<file path="src/hw/riscv_isa_pkg.sv">
`default_nettype none

package riscv_isa_pkg;

    typedef logic [31:0] word_t;
    typedef logic [4:0]  reg_idx_t;

    typedef enum logic [6:0] {
        op_reg    = 7'b0110011,
        op_imm    = 7'b0010011,
        op_load   = 7'b0000011,
        op_store  = 7'b0100011,
        op_branch = 7'b1100011,
        op_jal    = 7'b1101111
    } opcode_t;

    // funct3 of the supported ALU operations
    localparam logic [2:0] F3_ADD_SUB = 3'b000;
    localparam logic [2:0] F3_SLT     = 3'b010;
    localparam logic [2:0] F3_OR      = 3'b110;
    localparam logic [2:0] F3_AND     = 3'b111;

    localparam logic [6:0] F7_SUB = 7'b0100000;

    typedef struct packed {
        logic [6:0] funct7;
        reg_idx_t   rs2;
        reg_idx_t   rs1;
        logic [2:0] funct3;
        reg_idx_t   rd;
        opcode_t    opcode;
    } r_fmt_t;

    typedef struct packed {
        logic [11:0] imm12;
        reg_idx_t    rs1;
        logic [2:0]  funct3;
        reg_idx_t    rd;
        opcode_t     opcode;
    } i_fmt_t;

    // store, branch and jal immediates come from the r_fmt fields
    typedef union packed {
        r_fmt_t r_fmt;
        i_fmt_t i_fmt;
    } instr_u;

    // addi x0, x0, 0
    localparam word_t NOP_INSTR = 32'h0000_0013;

endpackage

`default_nettype wire

</file>
<file path="src/hw/pipe_ctrl_pkg.sv">
`default_nettype none

package pipe_ctrl_pkg;

    typedef enum logic [2:0] {
        alu_add,
        alu_sub,
        alu_and,
        alu_or,
        alu_slt
    } alu_op_t;

    typedef enum logic [1:0] {
        res_alu,
        res_mem,
        res_pc4
    } result_src_t;

    // operand source in execute
    typedef enum logic [1:0] {
        fwd_none,
        fwd_wb,
        fwd_mem
    } fwd_sel_t;

endpackage

`default_nettype wire

</file>
<file path="src/hw/pipe_if.sv">
`timescale 1ns/1ps
`default_nettype none

interface decode_exec_if;
    import riscv_isa_pkg::*;
    import pipe_ctrl_pkg::*;

    logic        reg_write;
    result_src_t result_src;
    logic        mem_write;
    logic        jump;
    logic        branch;
    alu_op_t     alu_op;
    logic        alu_src;
    word_t       rd1;
    word_t       rd2;
    word_t       pc;
    word_t       pc_plus4;
    word_t       imm;
    reg_idx_t    rs1;
    reg_idx_t    rs2;
    reg_idx_t    rd;

    modport src (output reg_write, result_src, mem_write, jump, branch, alu_op, alu_src,
                 output rd1, rd2, pc, pc_plus4, imm, rs1, rs2, rd);
    modport dst (input reg_write, result_src, mem_write, jump, branch, alu_op, alu_src,
                 input rd1, rd2, pc, pc_plus4, imm, rs1, rs2, rd);
endinterface

interface exec_mem_if;
    import riscv_isa_pkg::*;
    import pipe_ctrl_pkg::*;

    logic        reg_write;
    result_src_t result_src;
    logic        mem_write;
    word_t       alu_result;
    word_t       write_data;
    reg_idx_t    rd;
    word_t       pc_plus4;

    modport src (output reg_write, result_src, mem_write, alu_result, write_data, rd, pc_plus4);
    modport dst (input reg_write, result_src, mem_write, alu_result, write_data, rd, pc_plus4);
endinterface

// write-back result, seen by the register file in the same cycle
interface wb_if;
    import riscv_isa_pkg::*;

    logic     reg_write;
    reg_idx_t rd;
    word_t    result;

    modport src (output reg_write, rd, result);
    modport dst (input reg_write, rd, result);
endinterface

`default_nettype wire

</file>
<file path="src/hw/instr_fetch.sv">
`timescale 1ns/1ps
`default_nettype none

module instr_fetch #(
    parameter riscv_isa_pkg::word_t RESET_PC = '0
) (
    input  logic                 clk,
    input  logic                 arst_n,
    input  logic                 stall_f,
    input  logic                 stall_d,
    input  logic                 flush_d,
    input  logic                 pc_src,
    input  riscv_isa_pkg::word_t pc_target,
    input  riscv_isa_pkg::word_t instr,
    output riscv_isa_pkg::word_t pc,
    output riscv_isa_pkg::word_t fd_instr,
    output riscv_isa_pkg::word_t fd_pc,
    output riscv_isa_pkg::word_t fd_pc_plus4
);
    import riscv_isa_pkg::*;

    word_t pc_plus4_f;
    word_t pc_next;

    assign pc_plus4_f = pc + 32'd4;
    assign pc_next    = pc_src ? pc_target : pc_plus4_f;

    always_ff @(posedge clk or negedge arst_n) begin
        if (!arst_n) begin
            pc <= RESET_PC;
        end else if (!stall_f) begin
            pc <= pc_next;
        end
    end

    // flush wins over stall
    always_ff @(posedge clk or negedge arst_n) begin
        if (!arst_n) begin
            fd_instr <= NOP_INSTR;
        end else if (flush_d) begin
            fd_instr <= NOP_INSTR;
        end else if (!stall_d) begin
            fd_instr <= instr;
        end
    end

    always_ff @(posedge clk) begin
        if (!stall_d) begin
            fd_pc       <= pc;
            fd_pc_plus4 <= pc_plus4_f;
        end
    end

endmodule

`default_nettype wire

</file>
<file path="src/hw/instr_decode.sv">
`timescale 1ns/1ps
`default_nettype none

module instr_decode (
    input  logic                    clk,
    input  logic                    arst_n,
    input  logic                    flush_e,
    input  riscv_isa_pkg::word_t    fd_instr,
    input  riscv_isa_pkg::word_t    fd_pc,
    input  riscv_isa_pkg::word_t    fd_pc_plus4,
    wb_if.dst                       wb,
    decode_exec_if.src              de,
    output riscv_isa_pkg::reg_idx_t rs1_d,
    output riscv_isa_pkg::reg_idx_t rs2_d
);
    import riscv_isa_pkg::*;
    import pipe_ctrl_pkg::*;

    instr_u      ir;
    word_t       rf [32];
    word_t       rd1_d;
    word_t       rd2_d;
    word_t       imm_d;
    logic        reg_write_d;
    result_src_t result_src_d;
    logic        mem_write_d;
    logic        jump_d;
    logic        branch_d;
    alu_op_t     alu_op_d;
    alu_op_t     alu_fn;
    logic        alu_src_d;

    assign ir    = fd_instr;
    assign rs1_d = ir.r_fmt.rs1;
    assign rs2_d = ir.r_fmt.rs2;

    // funct3 mapping shared by register and immediate forms
    always_comb begin
        case (ir.r_fmt.funct3)
            F3_SLT:  alu_fn = alu_slt;
            F3_OR:   alu_fn = alu_or;
            F3_AND:  alu_fn = alu_and;
            default: alu_fn = alu_add;
        endcase
    end

    always_comb begin
        reg_write_d  = 1'b0;
        result_src_d = res_alu;
        mem_write_d  = 1'b0;
        jump_d       = 1'b0;
        branch_d     = 1'b0;
        alu_op_d     = alu_add;
        alu_src_d    = 1'b0;
        imm_d        = {{20{ir.i_fmt.imm12[11]}}, ir.i_fmt.imm12};
        case (ir.r_fmt.opcode)
            op_reg: begin
                reg_write_d = 1'b1;
                if (ir.r_fmt.funct3 == F3_ADD_SUB && ir.r_fmt.funct7 == F7_SUB) begin
                    alu_op_d = alu_sub;
                end else begin
                    alu_op_d = alu_fn;
                end
            end
            op_imm: begin
                reg_write_d = 1'b1;
                alu_op_d    = alu_fn;
                alu_src_d   = 1'b1;
            end
            op_load: begin
                reg_write_d  = 1'b1;
                result_src_d = res_mem;
                alu_src_d    = 1'b1;
            end
            op_store: begin
                mem_write_d = 1'b1;
                alu_src_d   = 1'b1;
                imm_d       = {{20{ir.r_fmt.funct7[6]}}, ir.r_fmt.funct7, ir.r_fmt.rd};
            end
            op_branch: begin
                branch_d = 1'b1;
                imm_d    = {{20{ir.r_fmt.funct7[6]}}, ir.r_fmt.rd[0], ir.r_fmt.funct7[5:0],
                            ir.r_fmt.rd[4:1], 1'b0};
            end
            op_jal: begin
                reg_write_d  = 1'b1;
                result_src_d = res_pc4;
                jump_d       = 1'b1;
                imm_d        = {{12{ir.r_fmt.funct7[6]}}, ir.r_fmt.rs1, ir.r_fmt.funct3,
                                ir.r_fmt.rs2[0], ir.r_fmt.funct7[5:0], ir.r_fmt.rs2[4:1], 1'b0};
            end
            default: begin
            end
        endcase
    end

    // x0 is never written
    always_ff @(posedge clk) begin
        if (wb.reg_write && wb.rd != '0) begin
            rf[wb.rd] <= wb.result;
        end
    end

    // read-through of the write-back port
    function automatic word_t rf_read(reg_idx_t idx);
        if (idx == '0) begin
            return '0;
        end
        if (wb.reg_write && wb.rd == idx) begin
            return wb.result;
        end
        return rf[idx];
    endfunction

    always_comb begin
        rd1_d = rf_read(rs1_d);
        rd2_d = rf_read(rs2_d);
    end

    always_ff @(posedge clk or negedge arst_n) begin
        if (!arst_n) begin
            de.reg_write  <= 1'b0;
            de.result_src <= res_alu;
            de.mem_write  <= 1'b0;
            de.jump       <= 1'b0;
            de.branch     <= 1'b0;
            de.alu_op     <= alu_add;
            de.alu_src    <= 1'b0;
        end else if (flush_e) begin
            de.reg_write  <= 1'b0;
            de.result_src <= res_alu;
            de.mem_write  <= 1'b0;
            de.jump       <= 1'b0;
            de.branch     <= 1'b0;
            de.alu_op     <= alu_add;
            de.alu_src    <= 1'b0;
        end else begin
            de.reg_write  <= reg_write_d;
            de.result_src <= result_src_d;
            de.mem_write  <= mem_write_d;
            de.jump       <= jump_d;
            de.branch     <= branch_d;
            de.alu_op     <= alu_op_d;
            de.alu_src    <= alu_src_d;
        end
    end

    always_ff @(posedge clk) begin
        de.rd1      <= rd1_d;
        de.rd2      <= rd2_d;
        de.pc       <= fd_pc;
        de.pc_plus4 <= fd_pc_plus4;
        de.imm      <= imm_d;
        de.rs1      <= rs1_d;
        de.rs2      <= rs2_d;
        de.rd       <= ir.r_fmt.rd;
    end

    // unsupported opcodes reach execute without side effects
    a_unknown_op_quiet: assert property (@(posedge clk) disable iff (!arst_n)
        !(ir.r_fmt.opcode inside {op_reg, op_imm, op_load, op_store, op_branch, op_jal})
        |=> !de.reg_write && !de.mem_write)
        else $error("unknown opcode produced a register or memory write");

endmodule

`default_nettype wire

</file>
<file path="src/hw/exec.sv">
`timescale 1ns/1ps
`default_nettype none

module exec (
    input  logic                    clk,
    input  logic                    arst_n,
    input  pipe_ctrl_pkg::fwd_sel_t forward_a,
    input  pipe_ctrl_pkg::fwd_sel_t forward_b,
    decode_exec_if.dst              de,
    wb_if.dst                       wb,
    exec_mem_if.src                 em,
    output logic                    pc_src,
    output riscv_isa_pkg::word_t    pc_target
);
    import riscv_isa_pkg::*;
    import pipe_ctrl_pkg::*;

    word_t src_a;
    word_t src_b;
    word_t write_data_e;
    word_t alu_result_e;

    always_comb begin
        case (forward_a)
            fwd_mem: src_a = em.alu_result;
            fwd_wb:  src_a = wb.result;
            default: src_a = de.rd1;
        endcase
        case (forward_b)
            fwd_mem: write_data_e = em.alu_result;
            fwd_wb:  write_data_e = wb.result;
            default: write_data_e = de.rd2;
        endcase
    end

    assign src_b = de.alu_src ? de.imm : write_data_e;

    always_comb begin
        case (de.alu_op)
            alu_sub: alu_result_e = src_a - src_b;
            alu_and: alu_result_e = src_a & src_b;
            alu_or:  alu_result_e = src_a | src_b;
            alu_slt: alu_result_e = {31'b0, $signed(src_a) < $signed(src_b)};
            default: alu_result_e = src_a + src_b;
        endcase
    end

    // beq compares the forwarded operands
    assign pc_src    = de.jump || (de.branch && src_a == write_data_e);
    assign pc_target = de.pc + de.imm;

    always_ff @(posedge clk or negedge arst_n) begin
        if (!arst_n) begin
            em.reg_write  <= 1'b0;
            em.result_src <= res_alu;
            em.mem_write  <= 1'b0;
        end else begin
            em.reg_write  <= de.reg_write;
            em.result_src <= de.result_src;
            em.mem_write  <= de.mem_write;
        end
    end

    always_ff @(posedge clk) begin
        em.alu_result <= alu_result_e;
        em.write_data <= write_data_e;
        em.rd         <= de.rd;
        em.pc_plus4   <= de.pc_plus4;
    end

    // the slot behind a taken branch or jump is always a bubble
    a_redirect_bubble: assert property (@(posedge clk) disable iff (!arst_n)
        pc_src |=> !pc_src && !de.reg_write && !de.mem_write)
        else $error("instruction in the shadow of a taken branch was executed");

endmodule

`default_nettype wire

</file>
<file path="src/hw/memory_writeback.sv">
`timescale 1ns/1ps
`default_nettype none

module memory_writeback (
    input  logic                 clk,
    input  logic                 arst_n,
    input  riscv_isa_pkg::word_t read_data,
    exec_mem_if.dst              em,
    wb_if.src                    wb,
    output logic                 data_we,
    output riscv_isa_pkg::word_t data_addr,
    output riscv_isa_pkg::word_t din
);
    import riscv_isa_pkg::*;
    import pipe_ctrl_pkg::*;

    result_src_t result_src_w;
    word_t       alu_result_w;
    word_t       read_data_w;
    word_t       pc_plus4_w;

    assign data_we   = em.mem_write;
    assign data_addr = em.alu_result;
    assign din       = em.write_data;

    always_ff @(posedge clk or negedge arst_n) begin
        if (!arst_n) begin
            wb.reg_write <= 1'b0;
            result_src_w <= res_alu;
        end else begin
            wb.reg_write <= em.reg_write;
            result_src_w <= em.result_src;
        end
    end

    always_ff @(posedge clk) begin
        alu_result_w <= em.alu_result;
        read_data_w  <= read_data;
        pc_plus4_w   <= em.pc_plus4;
        wb.rd        <= em.rd;
    end

    always_comb begin
        case (result_src_w)
            res_mem: wb.result = read_data_w;
            res_pc4: wb.result = pc_plus4_w;
            default: wb.result = alu_result_w;
        endcase
    end

    a_we_known: assert property (@(posedge clk) disable iff (!arst_n) !$isunknown(data_we))
        else $error("data_we is unknown");

endmodule

`default_nettype wire

</file>
<file path="src/hw/hazard_unit.sv">
`timescale 1ns/1ps
`default_nettype none

module hazard_unit (
    input  riscv_isa_pkg::reg_idx_t rs1_d,
    input  riscv_isa_pkg::reg_idx_t rs2_d,
    input  logic                    pc_src,
    decode_exec_if.dst              de,
    exec_mem_if.dst                 em,
    wb_if.dst                       wb,
    output pipe_ctrl_pkg::fwd_sel_t forward_a,
    output pipe_ctrl_pkg::fwd_sel_t forward_b,
    output logic                    stall_f,
    output logic                    stall_d,
    output logic                    flush_d,
    output logic                    flush_e
);
    import riscv_isa_pkg::*;
    import pipe_ctrl_pkg::*;

    logic lw_stall;

    // memory stage is younger, so it wins
    function automatic fwd_sel_t fwd_select(reg_idx_t rs);
        if (em.reg_write && em.rd != '0 && em.rd == rs) begin
            return fwd_mem;
        end
        if (wb.reg_write && wb.rd != '0 && wb.rd == rs) begin
            return fwd_wb;
        end
        return fwd_none;
    endfunction

    always_comb begin
        forward_a = fwd_select(de.rs1);
        forward_b = fwd_select(de.rs2);
    end

    assign lw_stall = de.result_src == res_mem && (de.rd == rs1_d || de.rd == rs2_d);

    assign stall_f = lw_stall;
    assign stall_d = lw_stall;
    assign flush_d = pc_src;
    assign flush_e = lw_stall || pc_src;

    // a load in execute can never redirect, so stall and redirect are exclusive
    a_no_stall_on_redirect: assert final (!(stall_f === 1'b1 && pc_src === 1'b1))
        else $error("load-use stall raised during a redirect");

endmodule

`default_nettype wire

</file>
<file path="src/hw/riscv_pipeline.sv">
`timescale 1ns/1ps
`default_nettype none

module riscv_pipeline #(
    parameter riscv_isa_pkg::word_t RESET_PC = '0
) (
    input  logic                 clk,
    input  logic                 arst_n,
    input  riscv_isa_pkg::word_t instr,
    input  riscv_isa_pkg::word_t read_data,
    output riscv_isa_pkg::word_t pc,
    output logic                 data_we,
    output riscv_isa_pkg::word_t data_addr,
    output riscv_isa_pkg::word_t din
);
    import riscv_isa_pkg::*;
    import pipe_ctrl_pkg::*;

    word_t    fd_instr;
    word_t    fd_pc;
    word_t    fd_pc_plus4;
    reg_idx_t rs1_d;
    reg_idx_t rs2_d;
    logic     pc_src;
    word_t    pc_target;
    fwd_sel_t forward_a;
    fwd_sel_t forward_b;
    logic     stall_f;
    logic     stall_d;
    logic     flush_d;
    logic     flush_e;

    decode_exec_if de_bus ();
    exec_mem_if    em_bus ();
    wb_if          wb_bus ();

    instr_fetch #(
        .RESET_PC(RESET_PC)
    ) i_instr_fetch (
        .clk         (clk),
        .arst_n      (arst_n),
        .stall_f     (stall_f),
        .stall_d     (stall_d),
        .flush_d     (flush_d),
        .pc_src      (pc_src),
        .pc_target   (pc_target),
        .instr       (instr),
        .pc          (pc),
        .fd_instr    (fd_instr),
        .fd_pc       (fd_pc),
        .fd_pc_plus4 (fd_pc_plus4)
    );

    instr_decode i_instr_decode (
        .clk         (clk),
        .arst_n      (arst_n),
        .flush_e     (flush_e),
        .fd_instr    (fd_instr),
        .fd_pc       (fd_pc),
        .fd_pc_plus4 (fd_pc_plus4),
        .wb          (wb_bus.dst),
        .de          (de_bus.src),
        .rs1_d       (rs1_d),
        .rs2_d       (rs2_d)
    );

    exec i_exec (
        .clk       (clk),
        .arst_n    (arst_n),
        .forward_a (forward_a),
        .forward_b (forward_b),
        .de        (de_bus.dst),
        .wb        (wb_bus.dst),
        .em        (em_bus.src),
        .pc_src    (pc_src),
        .pc_target (pc_target)
    );

    memory_writeback i_memory_writeback (
        .clk       (clk),
        .arst_n    (arst_n),
        .read_data (read_data),
        .em        (em_bus.dst),
        .wb        (wb_bus.src),
        .data_we   (data_we),
        .data_addr (data_addr),
        .din       (din)
    );

    hazard_unit i_hazard_unit (
        .rs1_d     (rs1_d),
        .rs2_d     (rs2_d),
        .pc_src    (pc_src),
        .de        (de_bus.dst),
        .em        (em_bus.dst),
        .wb        (wb_bus.dst),
        .forward_a (forward_a),
        .forward_b (forward_b),
        .stall_f   (stall_f),
        .stall_d   (stall_d),
        .flush_d   (flush_d),
        .flush_e   (flush_e)
    );

endmodule

`default_nettype wire

</file>
<file path="config.mk">
export PLATFORM = sky130hd
export DESIGN_NAME = riscv_pipeline
export DESIGN_NICKNAME = d
export VERILOG_FILES = /design/src/hw/riscv_isa_pkg.sv /design/src/hw/pipe_ctrl_pkg.sv /design/src/hw/pipe_if.sv /design/src/hw/instr_fetch.sv /design/src/hw/instr_decode.sv /design/src/hw/exec.sv /design/src/hw/memory_writeback.sv /design/src/hw/hazard_unit.sv /design/src/hw/riscv_pipeline.sv
export SDC_FILE = /design/constraint.sdc
export NUM_CORES = 2
export LEC_CHECK = 0
export BUFFER_PORTS_ARGS = -buffer_cell sky130_fd_sc_hd__buf_4
export CAP_MARGIN = 20
export CORE_MARGIN = 5
export CORE_UTILIZATION = 63
export DETAILED_ROUTE_END_ITERATION = 8
export PLACE_DENSITY = 0.8
export SYNTH_ARGS = -nofsm -noshare
export SYNTH_HDL_FRONTEND = slang
export SYNTH_HIERARCHICAL = 1
export SYNTH_SLANG_ARGS = --single-unit
</file>
<file path="constraint.sdc">
create_clock -name clk -period 7.35 [get_ports clk]
set_input_delay 0 -clock clk [delete_from_list [all_inputs] [get_ports clk]]
set_output_delay 0 -clock clk [all_outputs]
set_load 0.02 [all_outputs]
</file>
==> Word level (Yosys, flattened, before mapping) <==
Memories as Yosys holds them, arrays and structs flattened.
Index checks and enable logic that the tools add are counted.
{ "word_totals": {"ramBits": 1024, "register_bits": 511, "word_cells": 147, "n_memories": 1, "inputBits": 66, "output_inout_bits": 97} }
{ "classes": {"n_eq_ne": 31, "n_reduce_logical": 21, "bitwise": 2, "addsub": 4, "n_lt_le_gt_ge": 1, "n_mux": 55} }
{ "mem_list": {"columns": ["name", "depth", "word_bits", "read_ports", "rd_ports_with_merged_regs", "wr", "line", "rtl"], "rows": [
  ["i_instr_decode.rf", 32, 32, 2, 0, 1, "instr_decode.sv:20", "word_t rf [32];"]
]} }
{ "op_table": {"columns": ["operator", "count"], "rows": [
  ["$mux 32", 12],
  ["$pmux 32 s2", 3],
  ["$pmux 32 s4", 1],
  ["$add 32x32->32", 2],
  ["$pmux 20 s3", 1],
  ["$eq 5x5->1", 8],
  ["$add 32x3->32 const B", 1],
  ["$and 32x32->32", 1],
  ["$eq 32x32->1", 1],
  ["$lt 32x32->1", 1],
  ["$or 32x32->32", 1],
  ["$sub 32x32->32", 1],
  ["$mux 1", 24],
  ["$eq 7x6->1 const B", 3],
  ["$mux 2", 9],
  ["$eq 7x7->1 const B", 2],
  ["$logic_and 1x1->1", 11],
  ["$logic_not 5->1", 2],
  ["$reduce_bool 5->1", 2],
  ["$eq 3x2->1 const B", 3],
  ["$eq 3x3->1 const B", 3],
  ["$pmux 3 s3", 1],
  ["$eq 2x1->1 const B", 4],
  ["$eq 7x2->1 const B", 1],
  ["11 further kinds", 16]
]} }

==> Longest topological paths before layout <==
{ "depth": {"word_depth": 14, "depth_mapped": 24, "mapped_depth_nobuf": 23} }

==> By module <==
Netlist, hierarchy kept.
{ "modules_own_cells": {"columns": ["module", "seq_area_each_um2", "n_inst", "cells_per_inst", "area_each_um2"], "rows": [
  ["instr_decode", 34257.9, 1, 2600, 51757.1],
  ["exec", 2122.0, 1, 1399, 10299.9],
  ["instr_fetch", 3467.1, 1, 458, 5636.7],
  ["memory_writeback", 2097.0, 1, 282, 3229.3],
  ["hazard_unit", 0.0, 1, 51, 407.9]
]} }

==> Worst setup path after synthesis <==
No wires, ideal clock.
{ "synth_path": {"path_kind": "register to register", "startpoint": "register i_exec.em.rd[0]", "endpoint": "register i_exec.em.alu_result[26]", "required_time_ns": 7.228, "period_less_slack_ns": 5.523, "n_path_buf": 4, "arrival_time_ns": 5.402, "stages_incl_launch_ff": 24, "slack_ns": 1.827, "setup_ns": 0.122, "cell_sequence": "dfxtp_1 -> or4_1 -> o21ai_2 -> nor4_1 -> nor4_2 -> inv_1 -> ha_1 -> clkbuf_1 -> buf_1 -> clkbuf_1 -> a21oi_1 -> o21ai_0 -> ha_1 -> buf_2 -> nor3_2 -> nand2_1 -> a2111oi_2 -> nor4_2 -> o41a_1 -> a21o_1 -> a2111oi_0 -> o31a_1 -> o311ai_1 -> o311a_1"} }
{ "synth_via": {"elab_chain_cells": 10, "word_cells_on_any_way": 22, "cone_classes": "add/sub: 2; eq/ne: 6; mux: 8; bitwise: 2; reduce/logical: 4"} }
{ "synth_rtl": {"columns": ["element", "line", "rtl"], "rows": [
  ["from (decl)", "pipe_if.sv:42", "modport src (output reg_write, result_src, mem_write, alu_result, write_data, rd, pc_plus4);"],
  ["$reduce_bool 5->1", "hazard_unit.sv:25", "if (em.reg_write && em.rd != '0 && em.rd == rs) begin"],
  ["$logic_and 1x1->1", "hazard_unit.sv:25", null],
  ["$logic_and 1x1->1 *", "hazard_unit.sv:25", null],
  ["$mux 1 *", "hazard_unit.sv:25", null],
  ["$mux 2 *", "hazard_unit.sv:28", "if (wb.reg_write && wb.rd != '0 && wb.rd == rs) begin"],
  ["via forward_b[1]", "riscv_pipeline.sv:27", "fwd_sel_t forward_b;"],
  ["$eq 2x1->1 / $eq 2x2->1 (equally long branches)", "exec.sv:29", "case (forward_b)"],
  ["$pmux 32 s2 *", "exec.sv:29", null],
  ["$mux 32 *", "exec.sv:36", "assign src_b = de.alu_src ? de.imm : write_data_e;"],
  ["$add 32x32->32 (tied with other cells)", "exec.sv:44", "default: alu_result_e = src_a + src_b;"],
  ["$pmux 32 s4 *", "exec.sv:39", "case (de.alu_op)"],
  ["via i_exec.alu_result_e[26]", "exec.sv:21", "word_t alu_result_e;"],
  ["to (signal assigned)", "exec.sv:65", "em.alu_result <= alu_result_e;"],
  ["to (decl)", "pipe_if.sv:42", null]
]} }
Mark *: on every way through the listed nets, which the timed path passes. The rest lies on a longest branch.
A chain may end at the register's enable or synchronous reset.

==> Final worst setup path <==
{ "layout_path": {"startpoint": "register i_memory_writeback.wb.rd[4]", "endpoint": "register i_exec.em.alu_result[30]"} }
{ "layout_via": {"word_cells_on_any_way": 28, "cone_classes": "add/sub: 2; eq/ne: 6; mux: 14; bitwise: 2; reduce/logical: 4"} }
{ "layout_rtl": {"columns": ["element", "line", "rtl"], "rows": [
  ["from (decl)", "pipe_if.sv:54", "modport src (output reg_write, rd, result);"],
  ["$reduce_bool 5->1", "hazard_unit.sv:28", null],
  ["$logic_and 1x1->1", "hazard_unit.sv:28", null],
  ["$logic_and 1x1->1 *", "hazard_unit.sv:28", null],
  ["$mux 1 (2 in series)", "hazard_unit.sv:28", null],
  ["$mux 2 *", "hazard_unit.sv:31", "return fwd_none;"],
  ["$mux 2 *", "hazard_unit.sv:28", null],
  ["via forward_a[0]", "riscv_pipeline.sv:26", "fwd_sel_t forward_a;"],
  ["$eq 2x1->1 / $eq 2x2->1 (equally long branches)", "exec.sv:24", "case (forward_a)"],
  ["$pmux 32 s2 *", "exec.sv:24", null],
  ["$add 32x32->32 (tied with other cells)", "exec.sv:44", null],
  ["$pmux 32 s4 *", "exec.sv:39", null],
  ["via i_exec.alu_result_e[30]", "exec.sv:21", null]
]} }
Mark *: on every way through the listed nets, which the timed path passes. The rest lies on a longest branch. The select of a mux whose other input is x is not followed.

==> out/results.ini <==
[die]
die_x_um=346
dieArea_um2=120000
io_pins=163
rows=123
core_um2=112000
start_util_pct=63.4
die_h_um=346

[drt]
postRouteAntennaNets=0
viasPerCell=7.47
drt_first_iter_violations=9142
vias=49200
routed_wl_mm=236
drcViolationCount=0
dr.pass1.iters=8
avgRoutedWirePerCell_um=35.8

[clock_network]
clockBufferDepth=3
cts_tree=done
postCtsSetupRepairBufs=0
cts_sinks=1532
cts.clk_slew.worst_paths_ns=0.07
ctsHtreeMaxLevel=4
clk_latency_ns=0.81
cts_root_buf=clkbuf_16
cts_buffers=153

[sta]
worst_slew_pin_slew_ns=1.26
maxSlewViolCount=0
setup_tns_ns=0
hold_slack_ns=0.0350
period_needed_ns=6.87
fin_crit_sh_pct=93.5
setup_viol=0
hold_viol=0
slew_headroom_pct=16.2
fin_skew_ns=0.0527
fmax_mhz=146
rsz0062_at_grt=false

[placed_design]
port_buffers=162
place.gp.congestion=1.01
placed_area_um2=73800
hpwl_mm=138
placed_cells_incl_taps=6189

[worst_setup_path]
critPathRequiredTime_ns=8.07
critPathKind=reg2reg
cp.arrival_ns=7.60
start_kind=flop
endpoint_kind=flop
cp_max_fo=37

[global_routing]
antenna_found_initial=17
first_global_vias=48600
grt_pass1_wl_mm=337
grt_usage_pct=38.6
grt_overflow=0
grt_max_degree=112

[yosys]
syn_inst=4790
avgSynthCellArea_um2=14.9
yosysTopAreaCell=edfxtp_1
yosys_most_used_dff=edfxtp_1
synth_area_leaders=edfxtp_1 46%, mux4_2 16%, dfxtp_1 10%
yosys_warnings=6
syn-cell-area_um2=71300
synthDistinctLibCells=101
synth_seq_cells=1532
async_flop_share_pct=5.22
yosys.area.top_type_share_pct=45.7
synth_edf_count=1086
seq_area_frac_synth_pct=58.8

[pwr]
max-vdd-ir-drop_mv=0.227
p_total_uw=24000
leakage_uw=0.0279
powerDensity_nw_per_um2=299

[cells_and_area]
nNetsFinal=5157
drive_above_1_share_pct=24.5
stdcell_area_um2=80100
regMostFlops=i_instr_decode/rf
instances_no_fill=6588
layout_common_cells=1086 x edfxtp_1, 510 x mux4_2, 366 x dfxtp_1, 293 x buf_4, 238 x nand2_1
n_fill_cell=6687
largest_register_ffs=1024
synthToLayoutAreaGrowth_pct=12.3
final_common_cell=edfxtp_1

[min_path]
hp-class=in2reg

[flow_run]
cap_violations=0

[run_status]
status=finished, final reports clean

==> cell families (layout without fill, tap and decap cells) <==
| kind of cell | count (synthesis) | after routing | synth area share [%] |
|---|---|---|---|
| AOI/OAI and AO/OA | 1010 | 1010 | 9.76 |
| and+or+nand+nor | 701 | 701 | 4.64 |
| DFF | 1532 | 1532 | 58.8 |
| adders and majority gates | 137 | 137 | 2.43 |
| muxes | 681 | 681 | 18.6 |
| buffers and inverters | 592 | 850 | 4.06 |
| other | 1 | 41 | 0.00526 |
| xor gates and xnor gates | 136 | 136 | 1.67 |
==> power breakdown <==
group	switching, µW	total, µW	internal [µW]
Sequential	745	11400	10700
Combinational	2950	4460	1520
Clock	3480	8080	4600
==> per-layer routing <==
| layer | track usage (%) | part of all wire, % | routed length (µm) |
|---|---|---|---|
| met5 | 0 | 0.032 | 76 |
| met2 | 57.3 | 44 | 104000 |
| met4 | 25.4 | 8.7 | 20400 |
| met1 | 49.7 | 33 | 77000 |
| met3 | 11.7 | 15 | 34500 |
==> cell type report <==
cell class | count | area, µm² | area share [%]
flip-flops and latches | 1532 | 42000 | 52.4
clock inverters | 74 | 792 | 0.989
inverters | 162 | 608 | 0.759
multi-input cells | 2697 | 27000 | 33.8
well taps | 1500 | 1880 | 2.34
clock buffers | 206 | 4340 | 5.41
repair buffers | 408 | 3430 | 4.28
diodes | 9 | 22.5 | 0.0281
==> timing repair <==
item | CTS | global route
gates resized for setup | 0 | 0
hold buffers | 109 | 0
endpoints found under the hold margin | 142 | 0
==> final timing paths <==
| kind | end | slack [ns] | startpoint | depth (start not counted) |
|---|---|---|---|---|
| max | i_exec/em.alu_result[30] | 0.48 | i_memory_writeback/wb.rd[4] | 21 |
| min | i_instr_fetch/fd_instr[20] | 0.04 | instr[20] | 4 |
| max reg2reg | i_exec/em.alu_result[30] | 0.48 | i_memory_writeback/wb.rd[4] | 21 |
| min reg2reg | i_exec/em.pc_plus4[3] | 0.33 | i_instr_decode/de.pc_plus4[3] | 0 |
| max in group asynchronous | i_instr_fetch/fd_instr[22] | 6.21 | arst_n | 4 |
| min in group asynchronous | i_instr_fetch/fd_instr[14] | 0.33 | arst_n | 4 |
==> cells in the mapped netlist, types with 13 or more instances <==
| cell | n |
|---|---|
| nand2b_1 | 21 |
| buf_6 | 18 |
| nand3_1 | 44 |
| buf_4 | 117 |
| a21oi_1 | 162 |
| clkbuf_1 | 177 |
| a21o_1 | 33 |
| nor3_1 | 27 |
| xnor2_1 | 79 |
| a22oi_1 | 121 |
| a221o_1 | 14 |
| a31oi_1 | 15 |
| o211ai_1 | 80 |
| dfxtp_1 | 366 |
| xor2_1 | 57 |
| dfrtp_1 | 77 |
| o21ai_1 | 50 |
| inv_1 | 159 |
| nand4_1 | 22 |
| nor4_1 | 22 |
| buf_2 | 80 |
| mux2i_1 | 102 |
| o21bai_1 | 14 |
| o2111a_1 | 63 |
| buf_1 | 37 |
| o21ai_0 | 159 |
| nor2b_1 | 23 |
| nor2_1 | 217 |
| mux2_2 | 69 |
| nand2_1 | 240 |
| mux4_2 | 510 |
| ha_1 | 134 |
| a221oi_1 | 13 |
| edfxtp_1 | 1086 |
| o22ai_1 | 144 |
| o21a_1 | 23 |
==> worst max-delay path, cell delays in order, from the launching register on <==
cell and delay, ns:
dfxtp_1 0.86, or4_1 0.21, o21ai_1 0.07, or4_1 0.56, nor4_2 0.20, inv_1 0.08
ha_2 0.84, nor2_1 0.11, a21oi_1 0.35, ha_1 0.25, inv_1 0.06, fa_1 0.42
nor2b_1 0.17, o21ai_0 0.40, a2111oi_2 0.19, nor4_2 0.47, nor2_1 0.19, a31oi_1 0.38
o31ai_2 0.16, a221oi_1 0.42, a221oi_1 0.15, o21ba_1 0.26
==> metrics by stage <==
step,setup WS [ns],util [%]
final,0.479,71.2
after global routing,0.0387,71.2
after CTS,0.682,71.1
after detailed placement,0.710,65.6
after global placement,0.774,65.6
after floorplan,1.83,-
No activity file was read; power rests on OpenSTA's default activity.
